## src/snn_pkg.sv

```systemverilog
/* Widths, types, configuration word and group-size rule shared by the SNN block.
   Modules import it inside their bodies and use scoped names in their headers. */

package snn_pkg;

	localparam int NUM_NEURONS = 16;	// Default neuron count
	localparam int NUM_ROWS = 8;		// Default memory depth
	localparam int DATA_W = 8;			// DATA_IN width

	typedef logic signed [7:0] weight_t;
	typedef logic signed [11:0] sum_t;	// 8 full-scale rows fit without saturation
	typedef logic [2:0] row_t;
	typedef logic [3:0] nidx_t;
	typedef logic [1:0] grp_code_t;		// Group size is 2**code
	typedef logic [3:0] block_id_t;

	// Broadcast configuration word of 17 bits
	typedef struct packed {
		logic valid;
		block_id_t id;
		grp_code_t grp;
		logic [3:0] rows_used;
		logic [5:0] outputs;
	} block_cfg_t;

	// Neurons per output group
	function automatic int unsigned group_size(grp_code_t code);
		return 1 << code;
	endfunction

endpackage

```

## src/front_ctrl.sv

```systemverilog
/* Front control: configuration latch for this block number, row walk over
   the EN beats, DATA_IN alignment with the memory row and FRONT_DONE. */

`timescale 1ns/1ps

module front_ctrl #(
	parameter int BLOCK_ID = 0,
	parameter int NEURONS = 16
) (
	input logic CLK,
	input logic RESET_N,
	input snn_pkg::block_cfg_t CFG,
	input logic START,
	input logic EN,
	input logic [snn_pkg::DATA_W-1:0] DATA_IN,
	output snn_pkg::row_t rd_row,
	output logic [NEURONS-1:0] spikes,
	output logic acc_en,
	output logic clear,
	output logic FRONT_DONE,
	output snn_pkg::grp_code_t grp_code,
	output logic [5:0] outputs
);
	import snn_pkg::*;

	logic [3:0] rows_used_q;
	logic [3:0] beat_cnt;		// Rows read in this phase
	logic armed;				// Set by the first START
	logic beat;
	logic v1;
	logic v1_last;
	logic [DATA_W-1:0] d1;

	////////////////////////////////////////////////////////////////////////////
	// Configuration latch

	always_ff @(posedge CLK or negedge RESET_N) begin
		if (!RESET_N) begin
			grp_code <= '0;
			rows_used_q <= '0;
			outputs <= '0;
		end else if (CFG.valid && (CFG.id == block_id_t'(BLOCK_ID))) begin
			grp_code <= CFG.grp;
			rows_used_q <= CFG.rows_used;
			outputs <= CFG.outputs;
		end
	end

	////////////////////////////////////////////////////////////////////////////
	// Row walk

	assign beat = EN & armed & ~START & ~FRONT_DONE & (beat_cnt < rows_used_q);
	assign rd_row = row_t'(beat_cnt);	// Row comes back next cycle
	assign clear = START;
	assign acc_en = v1;

	always_ff @(posedge CLK or negedge RESET_N) begin
		if (!RESET_N) begin
			armed <= 1'b0;
			beat_cnt <= '0;
			v1 <= 1'b0;
			v1_last <= 1'b0;
			FRONT_DONE <= 1'b0;
		end else begin
			v1 <= beat;
			v1_last <= beat && (beat_cnt + 4'd1 == rows_used_q);
			if (START) begin
				armed <= 1'b1;
				beat_cnt <= '0;
				FRONT_DONE <= 1'b0;
			end else begin
				if (beat)
					beat_cnt <= beat_cnt + 4'd1;
				if (v1_last)
					FRONT_DONE <= 1'b1;	// Same edge as last accumulation
			end
		end
	end

	always_ff @(posedge CLK) begin
		d1 <= DATA_IN;	// Lines up with the memory row
	end

	// Spike bit i comes from DATA_IN bit (i mod group size)
	always_comb begin
		for (int i = 0; i < NEURONS; i++)
			spikes[i] = d1[i & (group_size(grp_code) - 1)];
	end

	a_no_acc_when_done: assert property (@(posedge CLK) disable iff (!RESET_N)
		acc_en |-> !FRONT_DONE);

endmodule

```

## src/neuron_array.sv

```systemverilog
/* Membrane accumulators, one per neuron. START clears them, and each aligned
   beat adds the row weight to every neuron whose spike bit is set. */

`timescale 1ns/1ps

module neuron_array #(
	parameter int NEURONS = 16
) (
	input logic CLK,
	input logic RESET_N,
	input logic clear,
	input logic acc_en,
	input logic [NEURONS-1:0] spikes,
	input snn_pkg::weight_t [NEURONS-1:0] weights,
	output snn_pkg::sum_t [NEURONS-1:0] sums
);
	import snn_pkg::*;

	always_ff @(posedge CLK or negedge RESET_N) begin
		if (!RESET_N) begin
			sums <= '0;
		end else if (clear) begin
			sums <= '0;	// New front phase
		end else if (acc_en) begin
			for (int i = 0; i < NEURONS; i++) begin
				if (spikes[i])
					sums[i] <= sums[i] + sum_t'(signed'(weights[i]));
			end
		end
	end

endmodule

```

## src/snn_block_top.sv

```systemverilog
/* Top of one SNN accelerator block: weight setup, row memory, front
   accumulation and grouped spike readout. Instances and wiring only. */

`timescale 1ns/1ps

module snn_block_top #(
	parameter int BLOCK_ID = 0,
	parameter int NEURONS = snn_pkg::NUM_NEURONS,
	parameter int ROWS = snn_pkg::NUM_ROWS
) (
	input logic CLK,
	input logic RESET_N,
	input snn_pkg::block_cfg_t CFG,
	input logic W_VALID,
	input snn_pkg::weight_t WEIGHT_IN,
	output logic W_REQUEST,
	output logic W_SET_DONE,
	input logic START,
	input logic EN,
	input logic [snn_pkg::DATA_W-1:0] DATA_IN,
	input logic REQUEST,
	output logic FRONT_DONE,
	output logic OUT_SPIKE,
	output logic OUT_SPIKE_VALID,
	output logic BACK_DONE
);
	import snn_pkg::*;

	logic wr_en;
	row_t wr_row;
	nidx_t wr_neuron;
	weight_t wr_data;
	row_t rd_row;
	weight_t [NEURONS-1:0] rd_weights;	// One memory row
	logic [NEURONS-1:0] spikes;
	logic acc_en;
	logic clear;
	grp_code_t grp_code;
	logic [5:0] outputs;
	sum_t [NEURONS-1:0] sums;

	weight_loader #(.NEURONS(NEURONS), .ROWS(ROWS)) i_loader (
		.CLK(CLK), .RESET_N(RESET_N), .W_VALID(W_VALID), .WEIGHT_IN(WEIGHT_IN),
		.W_REQUEST(W_REQUEST), .W_SET_DONE(W_SET_DONE), .wr_en(wr_en),
		.wr_row(wr_row), .wr_neuron(wr_neuron), .wr_data(wr_data)
	);

	weight_mem #(.NEURONS(NEURONS), .ROWS(ROWS)) i_mem (
		.CLK(CLK), .wr_en(wr_en), .wr_row(wr_row), .wr_neuron(wr_neuron),
		.wr_data(wr_data), .rd_row(rd_row), .rd_weights(rd_weights)
	);

	front_ctrl #(.BLOCK_ID(BLOCK_ID), .NEURONS(NEURONS)) i_front (
		.CLK(CLK), .RESET_N(RESET_N), .CFG(CFG), .START(START), .EN(EN),
		.DATA_IN(DATA_IN), .rd_row(rd_row), .spikes(spikes), .acc_en(acc_en),
		.clear(clear), .FRONT_DONE(FRONT_DONE), .grp_code(grp_code), .outputs(outputs)
	);

	neuron_array #(.NEURONS(NEURONS)) i_neurons (
		.CLK(CLK), .RESET_N(RESET_N), .clear(clear), .acc_en(acc_en),
		.spikes(spikes), .weights(rd_weights), .sums(sums)
	);

	spike_readout #(.NEURONS(NEURONS)) i_readout (
		.CLK(CLK), .RESET_N(RESET_N), .REQUEST(REQUEST), .FRONT_DONE(FRONT_DONE),
		.sums(sums), .grp_code(grp_code), .outputs(outputs), .OUT_SPIKE(OUT_SPIKE),
		.OUT_SPIKE_VALID(OUT_SPIKE_VALID), .BACK_DONE(BACK_DONE)
	);

endmodule

```

## src/spike_readout.sv

```systemverilog
/* Back end: captures the membrane sums on REQUEST and sends one spike per
   neuron group, one per cycle, so a new front phase can run meanwhile. */

`timescale 1ns/1ps

module spike_readout #(
	parameter int NEURONS = 16
) (
	input logic CLK,
	input logic RESET_N,
	input logic REQUEST,
	input logic FRONT_DONE,
	input snn_pkg::sum_t [NEURONS-1:0] sums,
	input snn_pkg::grp_code_t grp_code,
	input logic [5:0] outputs,
	output logic OUT_SPIKE,
	output logic OUT_SPIKE_VALID,
	output logic BACK_DONE
);
	import snn_pkg::*;

	localparam int MAX_GROUP = 1 << (2 ** $bits(grp_code_t) - 1);	// 8 neurons
	localparam int GSUM_W = $bits(sum_t) + $clog2(MAX_GROUP);

	typedef enum logic [1:0] {ST_IDLE, ST_EMIT, ST_DONE} rd_state_t;

	rd_state_t state;
	sum_t [NEURONS-1:0] cap_sums;
	grp_code_t cap_grp;
	logic [5:0] out_cnt;
	logic [5:0] out_last;
	logic [5:0] out_lim;
	logic signed [GSUM_W-1:0] grp_sum;
	logic accept;

	assign accept = REQUEST & FRONT_DONE;

	// No more outputs than whole groups
	always_comb begin
		int unsigned max_out;
		max_out = NEURONS >> grp_code;
		out_lim = (outputs > max_out) ? 6'(max_out) : outputs;
	end

	////////////////////////////////////////////////////////////////////////////
	// Readout FSM

	always_ff @(posedge CLK or negedge RESET_N) begin
		if (!RESET_N) begin
			state <= ST_IDLE;
			out_cnt <= '0;
			out_last <= '0;
			cap_grp <= '0;
		end else if (accept) begin
			cap_grp <= grp_code;
			out_cnt <= '0;
			out_last <= out_lim - 6'd1;
			state <= (out_lim == '0) ? ST_DONE : ST_EMIT;
		end else if (state == ST_EMIT) begin
			out_cnt <= out_cnt + 6'd1;
			if (out_cnt == out_last)
				state <= ST_DONE;
		end
	end

	always_ff @(posedge CLK) begin
		if (accept)
			cap_sums <= sums;	// Held while the next front phase runs
	end

	// Group reduction for the current output
	always_comb begin
		int unsigned gs;
		int unsigned base;
		gs = group_size(cap_grp);
		base = out_cnt << cap_grp;
		grp_sum = '0;
		for (int unsigned k = 0; k < MAX_GROUP; k++) begin
			if ((k < gs) && (base + k < NEURONS))
				grp_sum += GSUM_W'(signed'(cap_sums[base + k]));
		end
	end

	assign OUT_SPIKE_VALID = (state == ST_EMIT);
	assign OUT_SPIKE = OUT_SPIKE_VALID & ~grp_sum[GSUM_W-1];	// Sign clear
	assign BACK_DONE = (state == ST_DONE);

	// A readout only starts on the cycle after an accepted REQUEST
	a_emit_after_request: assert property (@(posedge CLK) disable iff (!RESET_N)
		$rose(OUT_SPIKE_VALID) |-> $past(accept));

endmodule

```

## src/weight_loader.sv

```systemverilog
/* Turns the host weight strobes into memory writes, neuron index first,
   and holds the setup request and done levels. */

`timescale 1ns/1ps

module weight_loader #(
	parameter int NEURONS = 16,
	parameter int ROWS = 8
) (
	input logic CLK,
	input logic RESET_N,
	input logic W_VALID,
	input snn_pkg::weight_t WEIGHT_IN,
	output logic W_REQUEST,
	output logic W_SET_DONE,
	output logic wr_en,
	output snn_pkg::row_t wr_row,
	output snn_pkg::nidx_t wr_neuron,
	output snn_pkg::weight_t wr_data
);
	import snn_pkg::*;

	logic last_wr;

	assign wr_en = W_VALID & ~W_SET_DONE;	// Late strobes dropped
	assign wr_data = WEIGHT_IN;
	assign last_wr = wr_en && (wr_neuron == nidx_t'(NEURONS - 1))
		&& (wr_row == row_t'(ROWS - 1));

	always_ff @(posedge CLK or negedge RESET_N) begin
		if (!RESET_N) begin
			wr_neuron <= '0;
			wr_row <= '0;
			W_SET_DONE <= 1'b0;
			W_REQUEST <= 1'b0;
		end else begin
			W_REQUEST <= ~(W_SET_DONE | last_wr);	// Falls with the done edge
			if (last_wr)
				W_SET_DONE <= 1'b1;
			if (wr_en) begin
				if (wr_neuron == nidx_t'(NEURONS - 1)) begin
					wr_neuron <= '0;
					wr_row <= wr_row + 1'b1;
				end else begin
					wr_neuron <= wr_neuron + 1'b1;
				end
			end
		end
	end

	// Write address stays put once setup is done
	a_no_write_after_done: assert property (@(posedge CLK) disable iff (!RESET_N)
		W_SET_DONE |=> $stable({wr_row, wr_neuron}));

endmodule

```

## src/weight_mem.sv

```systemverilog
/* Weight row memory. One weight is written per strobe and a whole row
   is read back one cycle after its address. */

`timescale 1ns/1ps

module weight_mem #(
	parameter int NEURONS = 16,
	parameter int ROWS = 8
) (
	input logic CLK,
	input logic wr_en,
	input snn_pkg::row_t wr_row,
	input snn_pkg::nidx_t wr_neuron,
	input snn_pkg::weight_t wr_data,
	input snn_pkg::row_t rd_row,
	output snn_pkg::weight_t [NEURONS-1:0] rd_weights
);
	import snn_pkg::*;

	weight_t [NEURONS-1:0] mem [ROWS];

	always_ff @(posedge CLK) begin
		if (wr_en)
			mem[wr_row][wr_neuron] <= wr_data;
		rd_weights <= mem[rd_row];	// Synchronous read
	end

endmodule
```

## config.mk

```make
export PLATFORM = sky130hd
export DESIGN_NAME = snn_block_top
export DESIGN_NICKNAME = d
export VERILOG_FILES = /design/src/snn_pkg.sv /design/src/front_ctrl.sv /design/src/neuron_array.sv /design/src/snn_block_top.sv /design/src/spike_readout.sv /design/src/weight_loader.sv /design/src/weight_mem.sv
export SDC_FILE = /design/constraint.sdc
export NUM_CORES = 2
export LEC_CHECK = 0
export BUFFER_PORTS_ARGS = -buffer_cell sky130_fd_sc_hd__buf_2
export CAP_MARGIN = 10
export CORE_AREA = 3 3 421 465
export DETAILED_ROUTE_END_ITERATION = 7
export DIE_AREA = 0 0 424 468
export PLACE_DENSITY = 0.64
export SLEW_MARGIN = 20
export SYNTH_ARGS = -nofsm -noshare
export SYNTH_HDL_FRONTEND = slang
export SYNTH_SLANG_ARGS = --single-unit
```

## constraint.sdc

```tcl
create_clock -name CLK -period 29 [get_ports CLK]
set_input_delay 2.9 -clock CLK [delete_from_list [all_inputs] [get_ports CLK]]
set_output_delay 2.9 -clock CLK [all_outputs]
set_load 0.02 [all_outputs]
```

After elaboration in Yosys (flattened, before gate mapping)
Memories as Yosys holds them, arrays and structs flattened. A register that Yosys moved wholly into a read port is not among the register bits.
Cells that the tools add are included.
{ "totals": {"mem_bits_rw": 1024, "n_memories": 1, "reg_bits": 437, "elab_cells": 286, "out_inout_bits": 6} }
{ "op_classes": {"n_lt_le_gt_ge": 43, "n_reduce_logical": 54, "bitwise_logic": 13, "n_eq_ne": 6, "n_shift": 4, "muxes": 80, "addsub": 36} }
{ "memory_table": {"columns": ["name", "depth", "width", "rd", "rd_ports_with_merged_regs", "write_ports", "line", "text"], "rows": [
  ["i_mem.mem", 8, 128, 1, 1, 1, "weight_mem.sv:20", "weight_t [NEURONS-1:0] mem [ROWS];"]
]} }
{ "ops": {"columns": ["cell", "count"], "rows": [
  ["$lt A32 B5 Y1 const B", 16],
  ["$bmux W12 S4", 8],
  ["$mux W192", 2],
  ["$mux W12", 24],
  ["$add A12 B8 Y12", 16],
  ["$add A32 B3 Y32 const B", 4],
  ["$lt A3 B32 Y1 const A", 4],
  ["$mux W128", 1],
  ["$mux W15", 8],
  ["$add A15 B12 Y15", 7],
  ["$add A32 B2 Y32 const B", 2],
  ["$lt A1 B32 Y1 const A", 2],
  ["$lt A2 B32 Y1 const A", 2],
  ["$reduce_bool A2 Y1", 21],
  ["$reduce_and A2 Y1", 18],
  ["$add A32 B1 Y32 const B", 1],
  ["$demux W8 S4", 1],
  ["$gt A6 B32 Y1", 1],
  ["$lt A4 B4 Y1 const B", 8],
  ["$shl A1 B2 Y32 const A", 1],
  ["$shl A6 B2 Y32", 1],
  ["$shr A5 B2 Y32 const A", 1],
  ["$mux W1", 21],
  ["$mux W6", 3],
  ["29 further kinds", 63]
]} }

Depth between registers and ports, before layout
{ "depth": {"word_depth": 20, "depth_mapped": 69} }

Modules after synthesis
A second synthesis with hierarchy kept.
{ "hier_totals": {"hier_cells": 5430, "area_unflattened_um2": 79035.8} }
{ "by_module_without_submodules": {"columns": ["mod", "cells_per_inst", "area_per_inst_um2", "instances", "seq_area_each_um2"], "rows": [
  ["weight_mem", 1792, 42363.1, 1, 33311.9],
  ["spike_readout", 1672, 19414.9, 1, 6165.9],
  ["neuron_array", 1811, 15506.1, 1, 4804.6],
  ["front_ctrl", 113, 1273.7, 1, 660.6],
  ["weight_loader", 42, 478.0, 1, 225.2]
]} }

Worst setup path after synthesis
Ideal clock, no wire load.
{ "synth_timing": {"path_kind": "flip-flop to output port", "from": "register i_readout.cap_grp[0]", "to": "output port OUT_SPIKE", "t_required_ns": 26.100, "path_stages_with_launch": 64, "arrival_ns": 13.676, "setup_slack_ns": 12.424, "path_cell_list": "dfrtp_1 > buf_6 > nor3b_4 > buf_6 > buf_4 > buf_6 > buf_6 > buf_2 > buf_1 > ha_1 > clkbuf_1 > clkbuf_1 > buf_2 > buf_1 > buf_1 > mux2i_1 > mux2i_1 > a21oi_1 > [... 28 more ...] > a21o_1 > a31o_2 > xor2_1 > nand2_1 > o211ai_1 > ha_1 > xnor2_1 > nand2_1 > o211ai_1 > ha_1 > nand4_1 > nor2_1 > nand4_1 > a2111oi_2 > o221ai_1 > and3b_1 > o311ai_0 > nand4_1"} }
{ "synth_between": {"elab_chain_cells": 20, "elab_cells_between_ends": 66, "cone_classes": "add/sub (14); order compare (16); shift (2); mux (24); bitwise (2); reduce/logical (8)"} }
{ "synth_lines": {"columns": ["element", "line", "text"], "rows": [
  ["start, declared", "spike_readout.sv:29", "grp_code_t cap_grp;"],
  ["start signal, assigned", "spike_readout.sv:55", "cap_grp <= grp_code;"],
  ["$shl A6 B2 Y32 or $shl A1 B2 Y32 (tied branches)", "spike_readout.sv:76, snn_pkg.sv:28", null],
  ["$add A32 B1 Y32 (tied with other cells)", "spike_readout.sv:79, spike_readout.sv:80", null],
  ["$bmux W12 S4 (tied with other cells)", "spike_readout.sv:80", "grp_sum += GSUM_W'(signed'(cap_sums[base + k]));"],
  ["$mux W12 (implied by the code) or $mux W15 (tied branches)", "spike_readout.sv:80, spike_readout.sv:79", null],
  ["$add A15 B12 Y15", "spike_readout.sv:80", null],
  ["$mux W15", "spike_readout.sv:79", "if ((k < gs) && (base + k < NEURONS))"],
  ["$add A15 B12 Y15", "spike_readout.sv:80", null],
  ["$mux W15", "spike_readout.sv:79", null],
  ["[... 4 more ...]", null, null],
  ["$add A15 B12 Y15", "spike_readout.sv:80", null],
  ["$mux W15", "spike_readout.sv:79", null],
  ["$add A15 B12 Y15", "spike_readout.sv:80", null],
  ["$mux W15", "spike_readout.sv:79", null],
  ["$add A15 B12 Y15", "spike_readout.sv:80", null],
  ["$mux W15 (*)", "spike_readout.sv:79", null],
  ["$not A1 Y1 (*)", "spike_readout.sv:85", "assign OUT_SPIKE = OUT_SPIKE_VALID & ~grp_sum[GSUM_W-1];"],
  ["$and A1 B1 Y1 (*)", "spike_readout.sv:85", null],
  ["end, declared", "snn_block_top.sv:23", "output logic OUT_SPIKE,"]
]} }
Every way passes the cells marked *; elsewhere a longest branch is shown, timed or not. The select of a mux whose other input is x is not followed.

Worst setup path in the final report
{ "layout_timing": {"from": "register i_readout.cap_grp[1]", "to": "output port OUT_SPIKE"} }
The elaborated chain is that of the path after synthesis.

==> results.toml <==
[sta]
worst_hold_slack_ps = 464
period_needed_ps = 18550
period_share = 0.640
rsz0062_at_grt = "no"
slew_violations = 0
setup_ws_ps = 10450
setup_violations = 0
fmax_mhz = 53.9
tightest_slew_ps = 1060
finalHoldViolCount = 0
tns_ps = 0
slew_headroom = 0.291
skew_ps = 41.2

[clocking]
cts_tree = "yes"
clk_latency_ps = 780
post-cts-setup-buffers = 0
clock_sinks = 1589
clkSlewWorstSetupHoldPaths_ps = 70
cts.repair.resized = 0
htreeDepth = 4
cts-root-buf = "clkbuf_16"
clockBufferDepth = 3
holdBufCountCts = 0
cts_buffers = 150

[routing]
vias = 44800
drt_iter0_drc = 4017
drc_errors = 0
vias_per_cell = 5.65
wl_per_cell_um = 25.8
wirelength_um = 205000
first_pass_iters = 6
postRouteAntennaNets = 0

[synth]
ys_seq_area_frac = 0.592
yosysMostFrequentCell = "edfxtp_1"
ys_top_cells_by_count = "edfxtp_1 (1,216), nand2_1 (390), mux2i_1 (363), mux4_2 (327), ha_1 (297)"
syn_area_um2 = 76300
synth_area_per_cell_um2 = 14.6
synth_top_area_share = 0.479
synth.distinct_cells = 101
syn_nets = 5587
synthTopCellsByArea = "edfxtp_1 (48%), mux4_2 (9.7%), dfrtp_1 (7.8%), ha_1 (4.9%), mux2i_1 (4.8%)"
synthFlopType = "edfxtp_1"
synth_seq_cells = 1589
synth_edf_count = 1216
yosysWarnings = 0
async_flop_share = 0.149
yosysTopAreaCell = "edfxtp_1"
syn_inst = 5229

[floorplan]
die_x_um = 424
start_util = 0.400
row_count = 168
fp.dieH_um = 468
core_area_um2 = 191000
ios = 45
fp.dieArea_um2 = 198000

[power]
leakage_nw = 30.7
p_total_mw = 7.16
ir_drop_v = 0.0000547
powerDensity_nw_per_um2 = 84.8

[worst_setup_path]
endpoint_kind = "output port"
reg2reg_from = "i_front.beat_cnt[0]"
worstSetupPathType = "register to output port"
max_stage_delay_ps = 1050
cp_slowest_cell = "dfrtp_1"
start_kind = "register"
reg2reg_depth = 4
timing.critical_path.mode_cell = "ha_1"
cp_max_fo = 65
required_ps = 26100
critPathArrivalTime_ps = 15650
r2r_slack_ps = 25260
r2r_end = "i_mem.rd_weights[63]"
startpoint = "i_readout.cap_grp[1]"
worstSetupEndpoint = "OUT_SPIKE"

[final_layout]
drive_gt1_frac = 0.167
instances_no_fill = 7924
syn_to_final_growth_pct = 10.7
final_nets = 5605
fin_util = 0.442
n_fill_cell = 16900
final_area_um2 = 84500

[global_routing]
grt_usage = 0.205
grt_overflow = 0
grt_max_degree = 127
grt_pass1_wl_um = 302000
grt_pass1_vias = 44200
antenna_found_initial = 7

[status]
status = "finished, final reports clean"

[place]
placed_area_um2 = 79400
hpwl_um = 144000
place.port_buffers = 44
place_inst = 7645
post-place-ws_ps = 11420
globalplace.congestion = 0.953

[worst_hold_path]
hold_class = "register to register"

[flow_run]
maxCapViolations = 0
registers in the layout, summed over array words and instances, names as in the netlist:
| name | count |
|---|---|
| i_front.FRONT_DONE | 1 |
| i_front.acc_en | 1 |
| i_front.armed | 1 |
| i_front.beat_cnt | 4 |
| i_front.d1 | 8 |
| i_front.grp_code | 2 |
| i_front.outputs | 6 |
| i_front.rows_used_q | 4 |
| i_front.v1_last | 1 |
| i_loader.W_REQUEST | 1 |
| i_loader.W_SET_DONE | 1 |
| i_loader.wr_neuron | 4 |
| i_loader.wr_row | 3 |
| i_mem.mem | 1024 |
| i_mem.rd_weights | 128 |
| i_neurons.sums | 192 |
| i_readout.cap_grp | 2 |
| i_readout.cap_sums | 192 |
| i_readout.out_cnt | 6 |
| i_readout.out_last | 6 |
| i_readout.state | 2 |
layout by cell type (no fill, tap or decap), types with 26 or more instances in the layout:
cell type	count
nor3_1	39
ha_1	296
a21o_1	67
nor2_1	261
a22o_1	64
buf_2	34
dfxtp_1	136
dfrtp_1	234
mux4_2	327
clkbuf_16	152
edfxtp_1	1216
mux2_2	158
o21ai_0	123
a211oi_1	38
o21bai_1	104
nand2_1	388
inv_1	120
a21oi_1	286
xnor2_1	175
nand3_1	27
buf_4	75
o31ai_1	26
xor2_1	55
a31oi_1	49
and3_1	39
mux2i_1	363
clkbuf_1	31
metal layers:
layer	global-route usage	vias up	wire, µm
met2	0.337	1288	98700
met1	0.273	22900	86500
li1	-	20300	-
met5	0	-	7
met4	0.0906	2	10100
met3	0.0252	335	9290
worst max-delay path: cells and delay by family (launching register included):
| kind | cells | cell delay (ps) |
|---|---|---|
| fa+ha+maj | 8 | 2850 |
| mux | 4 | 1300 |
| flops | 1 | 1050 |
| xor+xnor | 6 | 790 |
| buf+inv | 7 | 1860 |
| compound gates | 20 | 4680 |
| simple gates | 15 | 2260 |
power breakdown:
part / switching [mW] / internal (mW)
logic: 1.48 / 0.991
clock network: 0.854 / 1.15
registers: 0.116 / 2.57
total: 2.45 / 4.72
how the worst min path moves through the flow:
stage	from	to	slack [ps]	cells past startpoint
floorplan	i_front.armed	i_front.armed	440	1
global placement	i_neurons.sums[119]	i_readout.cap_sums[119]	450	0
detailed placement	i_front.armed	i_front.armed	460	1
CTS	i_neurons.sums[143]	i_readout.cap_sums[143]	460	0
global route	i_neurons.sums[143]	i_readout.cap_sums[143]	470	0
finish	i_front.armed	i_front.armed	460	1
kinds of logic after synthesis:
family	after synthesis	share of synthesized area
compound gates	918	0.0797
xor+xnor	238	0.0280
fa+ha+maj	319	0.0545
buf+inv	375	0.0204
flops	1589	0.592
mux	855	0.169
simple gates	935	0.0564
area by class of cell:
| class | count | area, µm² | share of cell area |
|---|---|---|---|
| tap | 2550 | 3190 | 0.0378 |
| inverter | 126 | 485 | 0.00575 |
| multi-input combinational | 3265 | 29700 | 0.351 |
| antenna | 1 | 2.50 | 0.0000296 |
| timing repair buffer | 115 | 840 | 0.00994 |
| clock buffer | 200 | 4150 | 0.0492 |
| clock inverter | 78 | 925 | 0.0109 |
| sequential | 1589 | 45200 | 0.535 |
(Power assumes the default switching activity.)
